<file path="config.mk">
export PLATFORM = sky130hd
export DESIGN_NAME = icache_top
export DESIGN_NICKNAME = d
export VERILOG_FILES = /design/src/verilog/icache_geom_pkg.sv /design/src/verilog/icache_port_pkg.sv /design/src/verilog/icache_ctrl.sv /design/src/verilog/icache_tag_array.sv /design/src/verilog/icache_data_array.sv /design/src/verilog/icache_refill_buffer.sv /design/src/verilog/icache_top.sv
export SDC_FILE = /design/constraint.sdc
export NUM_CORES = 2
export LEC_CHECK = 0
export ABC_CLOCK_PERIOD_IN_PS = 12620
export BUFFER_PORTS_ARGS = -buffer_cell sky130_fd_sc_hd__buf_2
export CAP_MARGIN = 20
export CORE_MARGIN = 3
export CORE_UTILIZATION = 45
export DETAILED_ROUTE_END_ITERATION = 12
export GPL_ROUTABILITY_DRIVEN = 1
export PLACE_DENSITY_LB_ADDON = 0.25
export SLEW_MARGIN = 30
export SYNTH_ARGS = -nofsm -noshare
export SYNTH_HDL_FRONTEND = slang
export SYNTH_MEMORY_MAX_BITS = 65536
export SYNTH_SLANG_ARGS = --single-unit
</file>
<file path="constraint.sdc">
create_clock -name Clk -period 12.62 [get_ports Clk]
set_clock_uncertainty 0.05 [all_clocks]
set_input_delay 2.524 -clock Clk [delete_from_list [all_inputs] [get_ports Clk]]
set_output_delay 2.524 -clock Clk [all_outputs]
set_load 0.05 [all_outputs]
</file>
<file path="src/verilog/icache_geom_pkg.sv">
package icache_geom_pkg;

    // Cache geometry
    localparam int NUM_SETS    = 8;
    localparam int BLOCK_WORDS = 4;

    localparam int BYTE_BITS = 2;
    localparam int SET_BITS  = $clog2(NUM_SETS);
    localparam int WORD_BITS = $clog2(BLOCK_WORDS);
    localparam int TAG_BITS  = 32 - SET_BITS - WORD_BITS - BYTE_BITS;

    typedef logic [SET_BITS-1:0]  set_idx_t;
    typedef logic [WORD_BITS-1:0] word_idx_t;
    typedef logic [TAG_BITS-1:0]  tag_t;

    typedef logic [31:0] word_t;

    // Address fields, MSB first
    typedef struct packed {
        tag_t                 tag;
        set_idx_t             set;
        word_idx_t            word;
        logic [BYTE_BITS-1:0] byte_off;
    } fetch_fields_t;

    // Same fetch address, raw or split into fields
    typedef union packed {
        logic [31:0]   raw;
        fetch_fields_t f;
    } fetch_addr_u;

endpackage

</file>
<file path="src/verilog/icache_port_pkg.sv">
package icache_port_pkg;

    import icache_geom_pkg::*;

    // Core fetch side
    typedef struct packed {
        logic        enable;
        fetch_addr_u addr;
    } fetch_req_t;

    typedef struct packed {
        word_t instruction;
        logic  ready;
        logic  busy;
    } fetch_rsp_t;

    // SDRAM controller side
    typedef struct packed {
        logic        request;
        logic [31:0] addr;
    } mem_req_t;

    typedef struct packed {
        word_t data;
        logic  data_ready;
    } mem_rsp_t;

endpackage

</file>
<file path="src/verilog/icache_ctrl.sv">
`timescale 1ns/10ps

module icache_ctrl
    import icache_geom_pkg::*;
    import icache_port_pkg::*;
#(
    parameter int NUM_WAYS = 4
) (
    input  logic                        Clk,
    input  logic                        rst_n,
    input  fetch_req_t                  fetch_req,
    input  logic                        hit,
    input  logic [$clog2(NUM_WAYS)-1:0] hit_way,
    input  logic [$clog2(NUM_WAYS)-1:0] victim_way,
    input  word_t                       rd_data,
    input  word_t                       crit_word,
    input  logic                        last_word,
    input  logic                        mem_data_ready,
    output logic                        lookup_en,
    output logic                        rd_en,
    output logic [$clog2(NUM_WAYS)-1:0] rd_way,
    output logic                        fill_en,
    output logic [$clog2(NUM_WAYS)-1:0] fill_way,
    output logic                        buf_start,
    output logic                        buf_take,
    output fetch_rsp_t                  fetch_rsp,
    output logic                        mem_request,
    output logic [31:0]                 mem_addr
);

    localparam int WAY_BITS = $clog2(NUM_WAYS);

    localparam logic [2:0] S_IDLE    = 3'd0;
    localparam logic [2:0] S_LOOKUP  = 3'd1;
    localparam logic [2:0] S_READ    = 3'd2;
    localparam logic [2:0] S_REFILL  = 3'd3;
    localparam logic [2:0] S_RESPOND = 3'd4;

    logic [2:0]          state;
    logic                from_miss;
    fetch_addr_u         req_addr;
    fetch_addr_u         block_addr;
    logic [WAY_BITS-1:0] victim_q;

    always_ff @(posedge Clk) begin
        if (!rst_n) begin
            state     <= S_IDLE;
            from_miss <= 1'b0;
        end else begin
            case (state)
                S_IDLE: begin
                    if (fetch_req.enable) begin
                        state <= S_LOOKUP;
                    end
                end
                S_LOOKUP: state <= S_READ;
                S_READ: begin
                    from_miss <= !hit;
                    state     <= hit ? S_RESPOND : S_REFILL;
                end
                S_REFILL: begin
                    if (last_word) begin
                        state <= S_RESPOND;
                    end
                end
                default: state <= S_IDLE;
            endcase
        end
    end

    // Request address and victim are held for the whole miss
    always_ff @(posedge Clk) begin
        if (state == S_IDLE && fetch_req.enable) begin
            req_addr <= fetch_req.addr;
        end
        if (state == S_READ && !hit) begin
            victim_q <= victim_way;
        end
    end

    always_comb begin
        block_addr = req_addr;
        block_addr.f.word = '0;
        block_addr.f.byte_off = '0;
    end

    assign lookup_en = (state == S_LOOKUP);
    assign rd_en     = (state == S_READ) && hit;
    assign rd_way    = hit_way;

    // Buffer counter restarts as the refill begins
    assign buf_start = (state == S_READ) && !hit;
    assign buf_take  = (state == S_REFILL) && mem_data_ready;
    assign fill_en   = (state == S_REFILL) && last_word;
    assign fill_way  = victim_q;

    assign mem_request = (state == S_REFILL);
    assign mem_addr    = block_addr.raw;

    assign fetch_rsp.ready       = (state == S_RESPOND);
    assign fetch_rsp.busy        = (state != S_IDLE);
    assign fetch_rsp.instruction = from_miss ? crit_word : rd_data;

endmodule

</file>
<file path="src/verilog/icache_tag_array.sv">
`timescale 1ns/10ps

module icache_tag_array
    import icache_geom_pkg::*;
#(
    parameter int NUM_WAYS = 4
) (
    input  logic                        Clk,
    input  logic                        rst_n,
    input  logic                        lookup_en,
    input  fetch_addr_u                 lookup_addr,
    input  logic                        fill_en,
    input  logic [$clog2(NUM_WAYS)-1:0] fill_way,
    input  fetch_addr_u                 fill_addr,
    output logic                        hit,
    output logic [$clog2(NUM_WAYS)-1:0] hit_way,
    output logic [$clog2(NUM_WAYS)-1:0] victim_way
);

    localparam int WAY_BITS = $clog2(NUM_WAYS);

    tag_t                               tags [NUM_SETS][NUM_WAYS];
    logic [NUM_SETS-1:0][NUM_WAYS-1:0]  valid;
    logic [NUM_SETS-1:0][WAY_BITS-1:0]  rr_ptr;

    logic                hit_c;
    logic [WAY_BITS-1:0] hit_way_c;
    logic [WAY_BITS-1:0] victim_c;
    logic                free_found;
    set_idx_t            lk_set;
    set_idx_t            fl_set;

    assign lk_set = lookup_addr.f.set;
    assign fl_set = fill_addr.f.set;

    // Compare all ways of the set at once
    always_comb begin
        hit_c      = 1'b0;
        hit_way_c  = '0;
        victim_c   = rr_ptr[lk_set];
        free_found = 1'b0;
        for (int w = 0; w < NUM_WAYS; w++) begin
            if (valid[lk_set][w] && tags[lk_set][w] == lookup_addr.f.tag) begin
                hit_c     = 1'b1;
                hit_way_c = WAY_BITS'(w);
            end
            if (!free_found && !valid[lk_set][w]) begin
                victim_c   = WAY_BITS'(w);
                free_found = 1'b1;
            end
        end
    end

    always_ff @(posedge Clk) begin
        if (!rst_n) begin
            hit    <= 1'b0;
            valid  <= '0;
            rr_ptr <= '0;
        end else begin
            if (lookup_en) begin
                hit <= hit_c;
            end
            if (fill_en) begin
                valid[fl_set][fill_way] <= 1'b1;
                // Pointer only moves when a valid way was replaced
                if (&valid[fl_set]) begin
                    if (rr_ptr[fl_set] == WAY_BITS'(NUM_WAYS - 1)) begin
                        rr_ptr[fl_set] <= '0;
                    end else begin
                        rr_ptr[fl_set] <= rr_ptr[fl_set] + 1'b1;
                    end
                end
            end
        end
    end

    always_ff @(posedge Clk) begin
        if (lookup_en) begin
            hit_way    <= hit_way_c;
            victim_way <= victim_c;
        end
        if (fill_en) begin
            tags[fl_set][fill_way] <= fill_addr.f.tag;
        end
    end

endmodule

</file>
<file path="src/verilog/icache_data_array.sv">
`timescale 1ns/10ps

module icache_data_array
    import icache_geom_pkg::*;
#(
    parameter int NUM_WAYS = 4
) (
    input  logic                        Clk,
    input  logic                        rd_en,
    input  logic [$clog2(NUM_WAYS)-1:0] rd_way,
    input  fetch_addr_u                 rd_addr,
    input  logic                        fill_en,
    input  logic [$clog2(NUM_WAYS)-1:0] fill_way,
    input  set_idx_t                    fill_set,
    input  word_t [BLOCK_WORDS-1:0]     block_data,
    output word_t                       rd_data
);

    // One whole block per set and way
    word_t [BLOCK_WORDS-1:0] blocks [NUM_SETS][NUM_WAYS];

    always_ff @(posedge Clk) begin
        if (fill_en) begin
            blocks[fill_set][fill_way] <= block_data;
        end
    end

    // Single word out, one cycle after rd_en
    always_ff @(posedge Clk) begin
        if (rd_en) begin
            rd_data <= blocks[rd_addr.f.set][rd_way][rd_addr.f.word];
        end
    end

endmodule

</file>
<file path="src/verilog/icache_refill_buffer.sv">
`timescale 1ns/10ps

module icache_refill_buffer
    import icache_geom_pkg::*;
(
    input  logic                    Clk,
    input  logic                    rst_n,
    input  logic                    buf_start,
    input  logic                    buf_take,
    input  word_idx_t               crit_idx,
    input  word_t                   mem_data,
    output word_t [BLOCK_WORDS-1:0] block_data,
    output word_t                   crit_word,
    output logic                    last_word
);

    word_idx_t               count;
    word_t [BLOCK_WORDS-1:0] words_q;
    word_t                   crit_q;

    always_ff @(posedge Clk) begin
        if (!rst_n) begin
            count <= '0;
        end else if (buf_start) begin
            count <= '0;
        end else if (buf_take) begin
            count <= count + 1'b1;
        end
    end

    always_ff @(posedge Clk) begin
        if (buf_take) begin
            words_q[count] <= mem_data;
            if (count == crit_idx) begin
                crit_q <= mem_data;
            end
        end
    end

    assign last_word = buf_take && (count == WORD_BITS'(BLOCK_WORDS - 1));
    assign crit_word = crit_q;

    // Last word goes straight through so the block is written on its edge
    always_comb begin
        block_data = words_q;
        if (buf_take) begin
            block_data[count] = mem_data;
        end
    end

endmodule

</file>
<file path="src/verilog/icache_top.sv">
`timescale 1ns/10ps

module icache_top
    import icache_geom_pkg::*;
    import icache_port_pkg::*;
#(
    parameter int NUM_WAYS = 4
) (
    input  logic       Clk,
    input  logic       rst_n,
    input  fetch_req_t fetch_req,
    output fetch_rsp_t fetch_rsp,
    output mem_req_t   mem_req,
    input  mem_rsp_t   mem_rsp
);

    localparam int WAY_BITS = $clog2(NUM_WAYS);

    logic                    lookup_en;
    logic                    hit;
    logic [WAY_BITS-1:0]     hit_way;
    logic [WAY_BITS-1:0]     victim_way;
    logic                    rd_en;
    logic [WAY_BITS-1:0]     rd_way;
    word_t                   rd_data;
    logic                    fill_en;
    logic [WAY_BITS-1:0]     fill_way;
    logic                    buf_start;
    logic                    buf_take;
    word_t [BLOCK_WORDS-1:0] block_data;
    word_t                   crit_word;
    logic                    last_word;

    // Core holds its address until ready, so the datapath reads it directly
    icache_ctrl #(.NUM_WAYS(NUM_WAYS)) u_ctrl (
        .Clk            (Clk),
        .rst_n          (rst_n),
        .fetch_req      (fetch_req),
        .hit            (hit),
        .hit_way        (hit_way),
        .victim_way     (victim_way),
        .rd_data        (rd_data),
        .crit_word      (crit_word),
        .last_word      (last_word),
        .mem_data_ready (mem_rsp.data_ready),
        .lookup_en      (lookup_en),
        .rd_en          (rd_en),
        .rd_way         (rd_way),
        .fill_en        (fill_en),
        .fill_way       (fill_way),
        .buf_start      (buf_start),
        .buf_take       (buf_take),
        .fetch_rsp      (fetch_rsp),
        .mem_request    (mem_req.request),
        .mem_addr       (mem_req.addr)
    );

    icache_tag_array #(.NUM_WAYS(NUM_WAYS)) u_tags (
        .Clk         (Clk),
        .rst_n       (rst_n),
        .lookup_en   (lookup_en),
        .lookup_addr (fetch_req.addr),
        .fill_en     (fill_en),
        .fill_way    (fill_way),
        .fill_addr   (fetch_req.addr),
        .hit         (hit),
        .hit_way     (hit_way),
        .victim_way  (victim_way)
    );

    icache_data_array #(.NUM_WAYS(NUM_WAYS)) u_data (
        .Clk        (Clk),
        .rd_en      (rd_en),
        .rd_way     (rd_way),
        .rd_addr    (fetch_req.addr),
        .fill_en    (fill_en),
        .fill_way   (fill_way),
        .fill_set   (fetch_req.addr.f.set),
        .block_data (block_data),
        .rd_data    (rd_data)
    );

    icache_refill_buffer u_refill (
        .Clk        (Clk),
        .rst_n      (rst_n),
        .buf_start  (buf_start),
        .buf_take   (buf_take),
        .crit_idx   (fetch_req.addr.f.word),
        .mem_data   (mem_rsp.data),
        .block_data (block_data),
        .crit_word  (crit_word),
        .last_word  (last_word)
    );

endmodule

</file>
After elaboration in Yosys (flattened, before gate mapping)
Memories as Yosys holds them, arrays and structs flattened. Cells that the tools add are included. W data, S select, Z words.

Register bits: 285. Memory bits (writable): 4896. Input bits: 68. Output and inout port bits: 67. Memories: 2.

Add/sub/neg operators: 2. Magnitude comparators: 10. Equal/unequal tests: 13. Mux-type cells: 45. Bitwise logic cells: 6. Reductions and logical operators: 31.

Memories: u_data.blocks (words 8, bits a word 512, read ports 1, clocked after Yosys merged registers in 0, write ports 1, line icache_data_array.sv:20) `word_t [BLOCK_WORDS-1:0] blocks [NUM_SETS][NUM_WAYS];`; u_tags.tags (words 8, bits a word 100, read ports 1, clocked after Yosys merged registers in 0, write ports 1, line icache_tag_array.sv:22) `tag_t tags [NUM_SETS][NUM_WAYS];`.

Operators by type and width (number): $mux W128 (4); $mux W512 (1); $bmux W128 S2 (1); $demux W128 S2 (1); $bwmux W128 (1); $eq A25 B25 Y1 (4); $mux W100 (1); $mux W32 (3); $bmux W32 S2 (1); $demux W32 S2 (1); $demux W25 S2 (1); $or A32 B32 Y32 (1); $mux W25 (1); $logic_and A1 B1 Y1 (17); $and A16 B16 Y16 (1); $bwmux W16 (1); $mux W16 (1); $not A16 Y16 (1); $bmux W4 S3 (1); $demux W4 S3 (1); $mux W1 (12); $pmux W3 S4 (1); $lt A2 B3 Y1 const B (3); $mux W3 (3); 26 further kinds (44).

Longest topological paths before layout
Depth in word-level cells: 11. Depth in mapped cells: 15.

Modules after synthesis
From an unflattened synthesis, not the netlist that was laid out.

Cells, all modules: 8003. Area total of the unflattened synthesis: 197031.5 µm².

By module, submodules not included: icache_data_array (instances 1, cells each 5853, area each 156070.9 µm², sequential area each 123958.9 µm²); icache_tag_array (instances 1, cells each 1727, area each 33957.6 µm², sequential area each 25124.1 µm²); icache_refill_buffer (instances 1, cells each 322, area each 5418.9 µm², sequential area each 3563.4 µm²); icache_ctrl (instances 1, cells each 101, area each 1584.0 µm², sequential area each 980.9 µm²).

Worst setup path after synthesis
OpenSTA, ideal clock, no wires.

Path kind: input-to-reg. Start point: input port fetch_req[4] (netlist name). End point: memory u_data.blocks[1][0] (netlist name), enable pin. Arrival time: 10.430 ns. Required time: 11.900 ns. Path slack: 1.470 ns. Cell stages on the path: 10. Path through: buf_6 > buf_6 > buf_6 > buf_4 > buf_4 > buf_6 > buf_4 > buf_4 > nand2_1 > nor2_1.

RTL lines: start, declared (line icache_top.sv:11) `input fetch_req_t fetch_req,`; end, declared (line icache_data_array.sv:20).

Straight into the memory's write port.

Worst setup path after layout
Start point: input port fetch_req[5] (netlist name). End point: memory u_data.blocks[2][13] (netlist name), enable pin.

Straight into the memory's write port.

==> reports/summary.txt <==
Status: finished, final reports clean
Data required time of the worst path: 13.20 ns
Routed wire per std cell: 35.4 um
Switching Fraction: 0.225
Share of cells above drive strength 1: 0.169
Lkg Pwr: 69.6 nW
YS warnings: 0
Initial antenna violation count: 30
Switching pwr: 0.00826 W
CTS tree: built
Final #Nets: 11.3k
Clk pwr share: 0.417
Number of synthesized flops with an enable pin: 4994
ANT nets after route: 0
Seq cells post-synth: 5177
Fill count: 35.1k
Combinational Power Share: 0.059
# IOs: 135
Cell count after placement: 16.6k
Die ar.: 450000 sq um
Max Root-Sink Buffers: 4
CTS clk-pin slew, worst paths: 0.06 ns
Sequential element share of the synthesized area: 0.773
Post-Route WL: 621 mm
Synth Area per Inst: 18.1 sq um
Final hold violation count: 0
DRC: 0
Core Area: 439000 sq um
First-pass GRT wire length: 862 mm
Post-synthesis cell count: 11.0k
Die width: 671 um
Hpwl dp: 289 mm
Hold Path Class: flip-flop to flip-flop
Mapped cell area: 199000 sq um
Slew margin rel.: 0.0984
Clk_lat worst skew: 1.04 ns
Critical path peak fanout: 86
Layout Cells excl Fill: 17.6k
Primary FF master, synth: edfxtp_1
IO buf count: 128
Max-cap violations: 0
Clk sink count: 5177
TritonRoute pass-1 iters: 6
Synthesis-to-finish area growth: 12.5%
WS Path Type: primary input to flip-flop
Vias in the first global route: 111k
RSZ-0062 raised after global routing: false
Post-CTS Resized: 0
Initial Utilization: 0.453
Fin crit share: 0.544
GRT Total Usage: 0.269
Slew @ Worst Pin: 1.35 ns
CP Launch Type: primary input
CTS hold repair buffers: 0
Async SR Flop Fraction: 0
Max VDD drop: 0.000138 V
Root buffer cell: clkbuf_16
Setup Buffers After CTS: 0
Routed vias/inst: 6.48
Slew Viols, Final: 0
Largest net degree at the start of global routing: 114
Final min period: 6.87 ns
Setup ws final: 5.75 ns
Row count: 243
Final setup viols: 0
Critical Path AT: 7.45 ns
Max Freq: 0.146 GHz
Vias after detailed routing: 114k
H-tree depth: 6
Global placer's final weighted congestion: 0.775
Post-route setup TNS: 0 ns
Total CTS buffers: 536
Pwr/cell area: 164 nW/um^2
Distinct cell type count after synthesis: 82
Die Y: 671 um
Int Power: 0.0284 W
Post-placement setup slack: 4.84 ns
Grt ovf: 0
Register share of total power: 0.524
Tot Pwr: 0.0367 W
CP endpoint kind: flip-flop
Initial drt markers: 17.0k
flip-flops by register name, indices dropped and copies added (netlist names), 3 cells and up:
signal,count
u_refill.words_q,128
u_ctrl.req_addr,28
u_tags.rr_ptr,16
u_ctrl.state,3
u_tags.tags,800
u_data.blocks,4096
u_tags.valid,32
u_refill.crit_word,32
u_data.rd_data,32
through the flow:
step                       util  hold slack, ns  area, sq um
final                     0.509           0.395       224000
after global routing      0.509           0.402       224000
after CTS                 0.509           0.399       223000
after detailed placement  0.471           0.380       207000
after global placement    0.470           0.374       206000
after floorplan               -           0.350       199000
logic make-up (layout without fill, tap and decap cells):
group	Yosys count	after routing	share of synthesized area
other	1	35	0.0000189
xor gates and xnor gates	102	102	0.00449
adders and majority gates	5	5	0.000315
and+or+nand+nor	1095	1095	0.0226
DFF	5177	5177	0.773
buffers and inverters	738	1392	0.0197
AOI/OAI and AO/OA	2311	2311	0.0807
muxes	1560	1560	0.0996
power by group through the flow:
stage | registers, W | clock network (W) | logic, W
after floorplan | 0.0196 | 0 | 0.00128
after global placement | 0.0196 | 0 | 0.00210
after detailed placement | 0.0196 | 0 | 0.00215
after CTS | 0.0192 | 0.0154 | 0.00216
after global routing | 0.0192 | 0.0161 | 0.00230
final | 0.0192 | 0.0153 | 0.00218
layout make-up:
| type | instances | area [sq um] | share of cell area |
|---|---|---|---|
| clock buffer | 738 | 14700 | 0.0657 |
| timing repair buffer | 417 | 3880 | 0.0173 |
| clock inverter | 227 | 2180 | 0.00976 |
| sequential | 5177 | 154000 | 0.687 |
| multi-input combinational | 5077 | 41800 | 0.187 |
| antenna | 31 | 77.6 | 0.000347 |
| tap | 5880 | 7360 | 0.0329 |
| inverter | 10 | 62.6 | 0.000280 |
Yosys cell counts (74+ instances only):
master	number	area, sq um
o211ai_1	74	556
a22oi_1	213	1600
buf_2	214	1070
mux2i_1	769	7700
a22o_1	75	657
nand2_1	420	1580
o21ai_0	376	1880
dfxtp_1	183	3660
nor2_1	501	1880
mux2_2	450	5070
edfxtp_1	4994	150000
a221oi_1	355	3110
clkbuf_1	278	1040
a21oi_1	570	2850
a221o_1	117	1170
mux4_2	283	6370
buf_1	79	297
buf_4	83	623
placed cells by master, fill, tap and decap left out, types with 20 or more instances in the layout:
cell type and count:
a2111oi_0 37, a211oi_1 60, a21oi_1 570, a221o_1 117, a221oi_1 355, a222oi_1 37
a22o_1 75, a22oi_1 213, a31oi_1 32, buf_12 58, buf_2 123, buf_4 211
bufinv_16 22, clkbuf_1 158, clkbuf_16 543, clkbuf_8 38, clkinv_1 73, clkinv_2 67
dfxtp_1 182, diode_2 31, edfxtp_1 4994, mux2_1 56, mux2_2 450, mux2i_1 769
mux4_2 283, nand2_1 415, nand3_1 61, nand4_1 22, nor2_1 464, nor2_4 39
nor2b_1 20, o2111ai_1 43, o211ai_1 74, o21a_1 34, o21ai_0 376, o21ai_1 35
o221ai_1 73, o22ai_1 61, xnor2_1 43, xor2_1 59
metal layers:
metal | share of wire | wire [um] | GRT usage | up-vias
met5 | 0.000088 | 55 | 0 | -
met4 | 0.035 | 21800 | 0.0889 | 8
met3 | 0.11 | 67800 | 0.0476 | 1133
met2 | 0.47 | 294000 | 0.432 | 7448
met1 | 0.38 | 237000 | 0.373 | 60013
li1 | - | - | - | 45192
worst paths after layout:
| kind | cells past startpoint | endpoint | startpoint | slack [ns] |
|---|---|---|---|---|
| worst min register to register | 0 | u_ctrl.fill_way[0] | u_tags.victim_way[0] | 0.39 |
| worst min-delay path | 0 | u_ctrl.fill_way[0] | u_tags.victim_way[0] | 0.39 |
| worst max register to register | 8 | u_data.blocks[0][341] | u_ctrl.state[1] | 6.85 |
| worst max-delay path | 8 | u_data.blocks[2][13] | fetch_req[5] | 5.75 |
worst max-delay path, stage by stage:
cell and delay, ns:
buf_8 0.37, buf_12 0.50, nor2b_4 0.69, buf_4 0.74, nand2_1 0.46, nor2_4 0.21, buf_4 0.74, buf_12 0.74
Power figures use the tool's default switching activity.
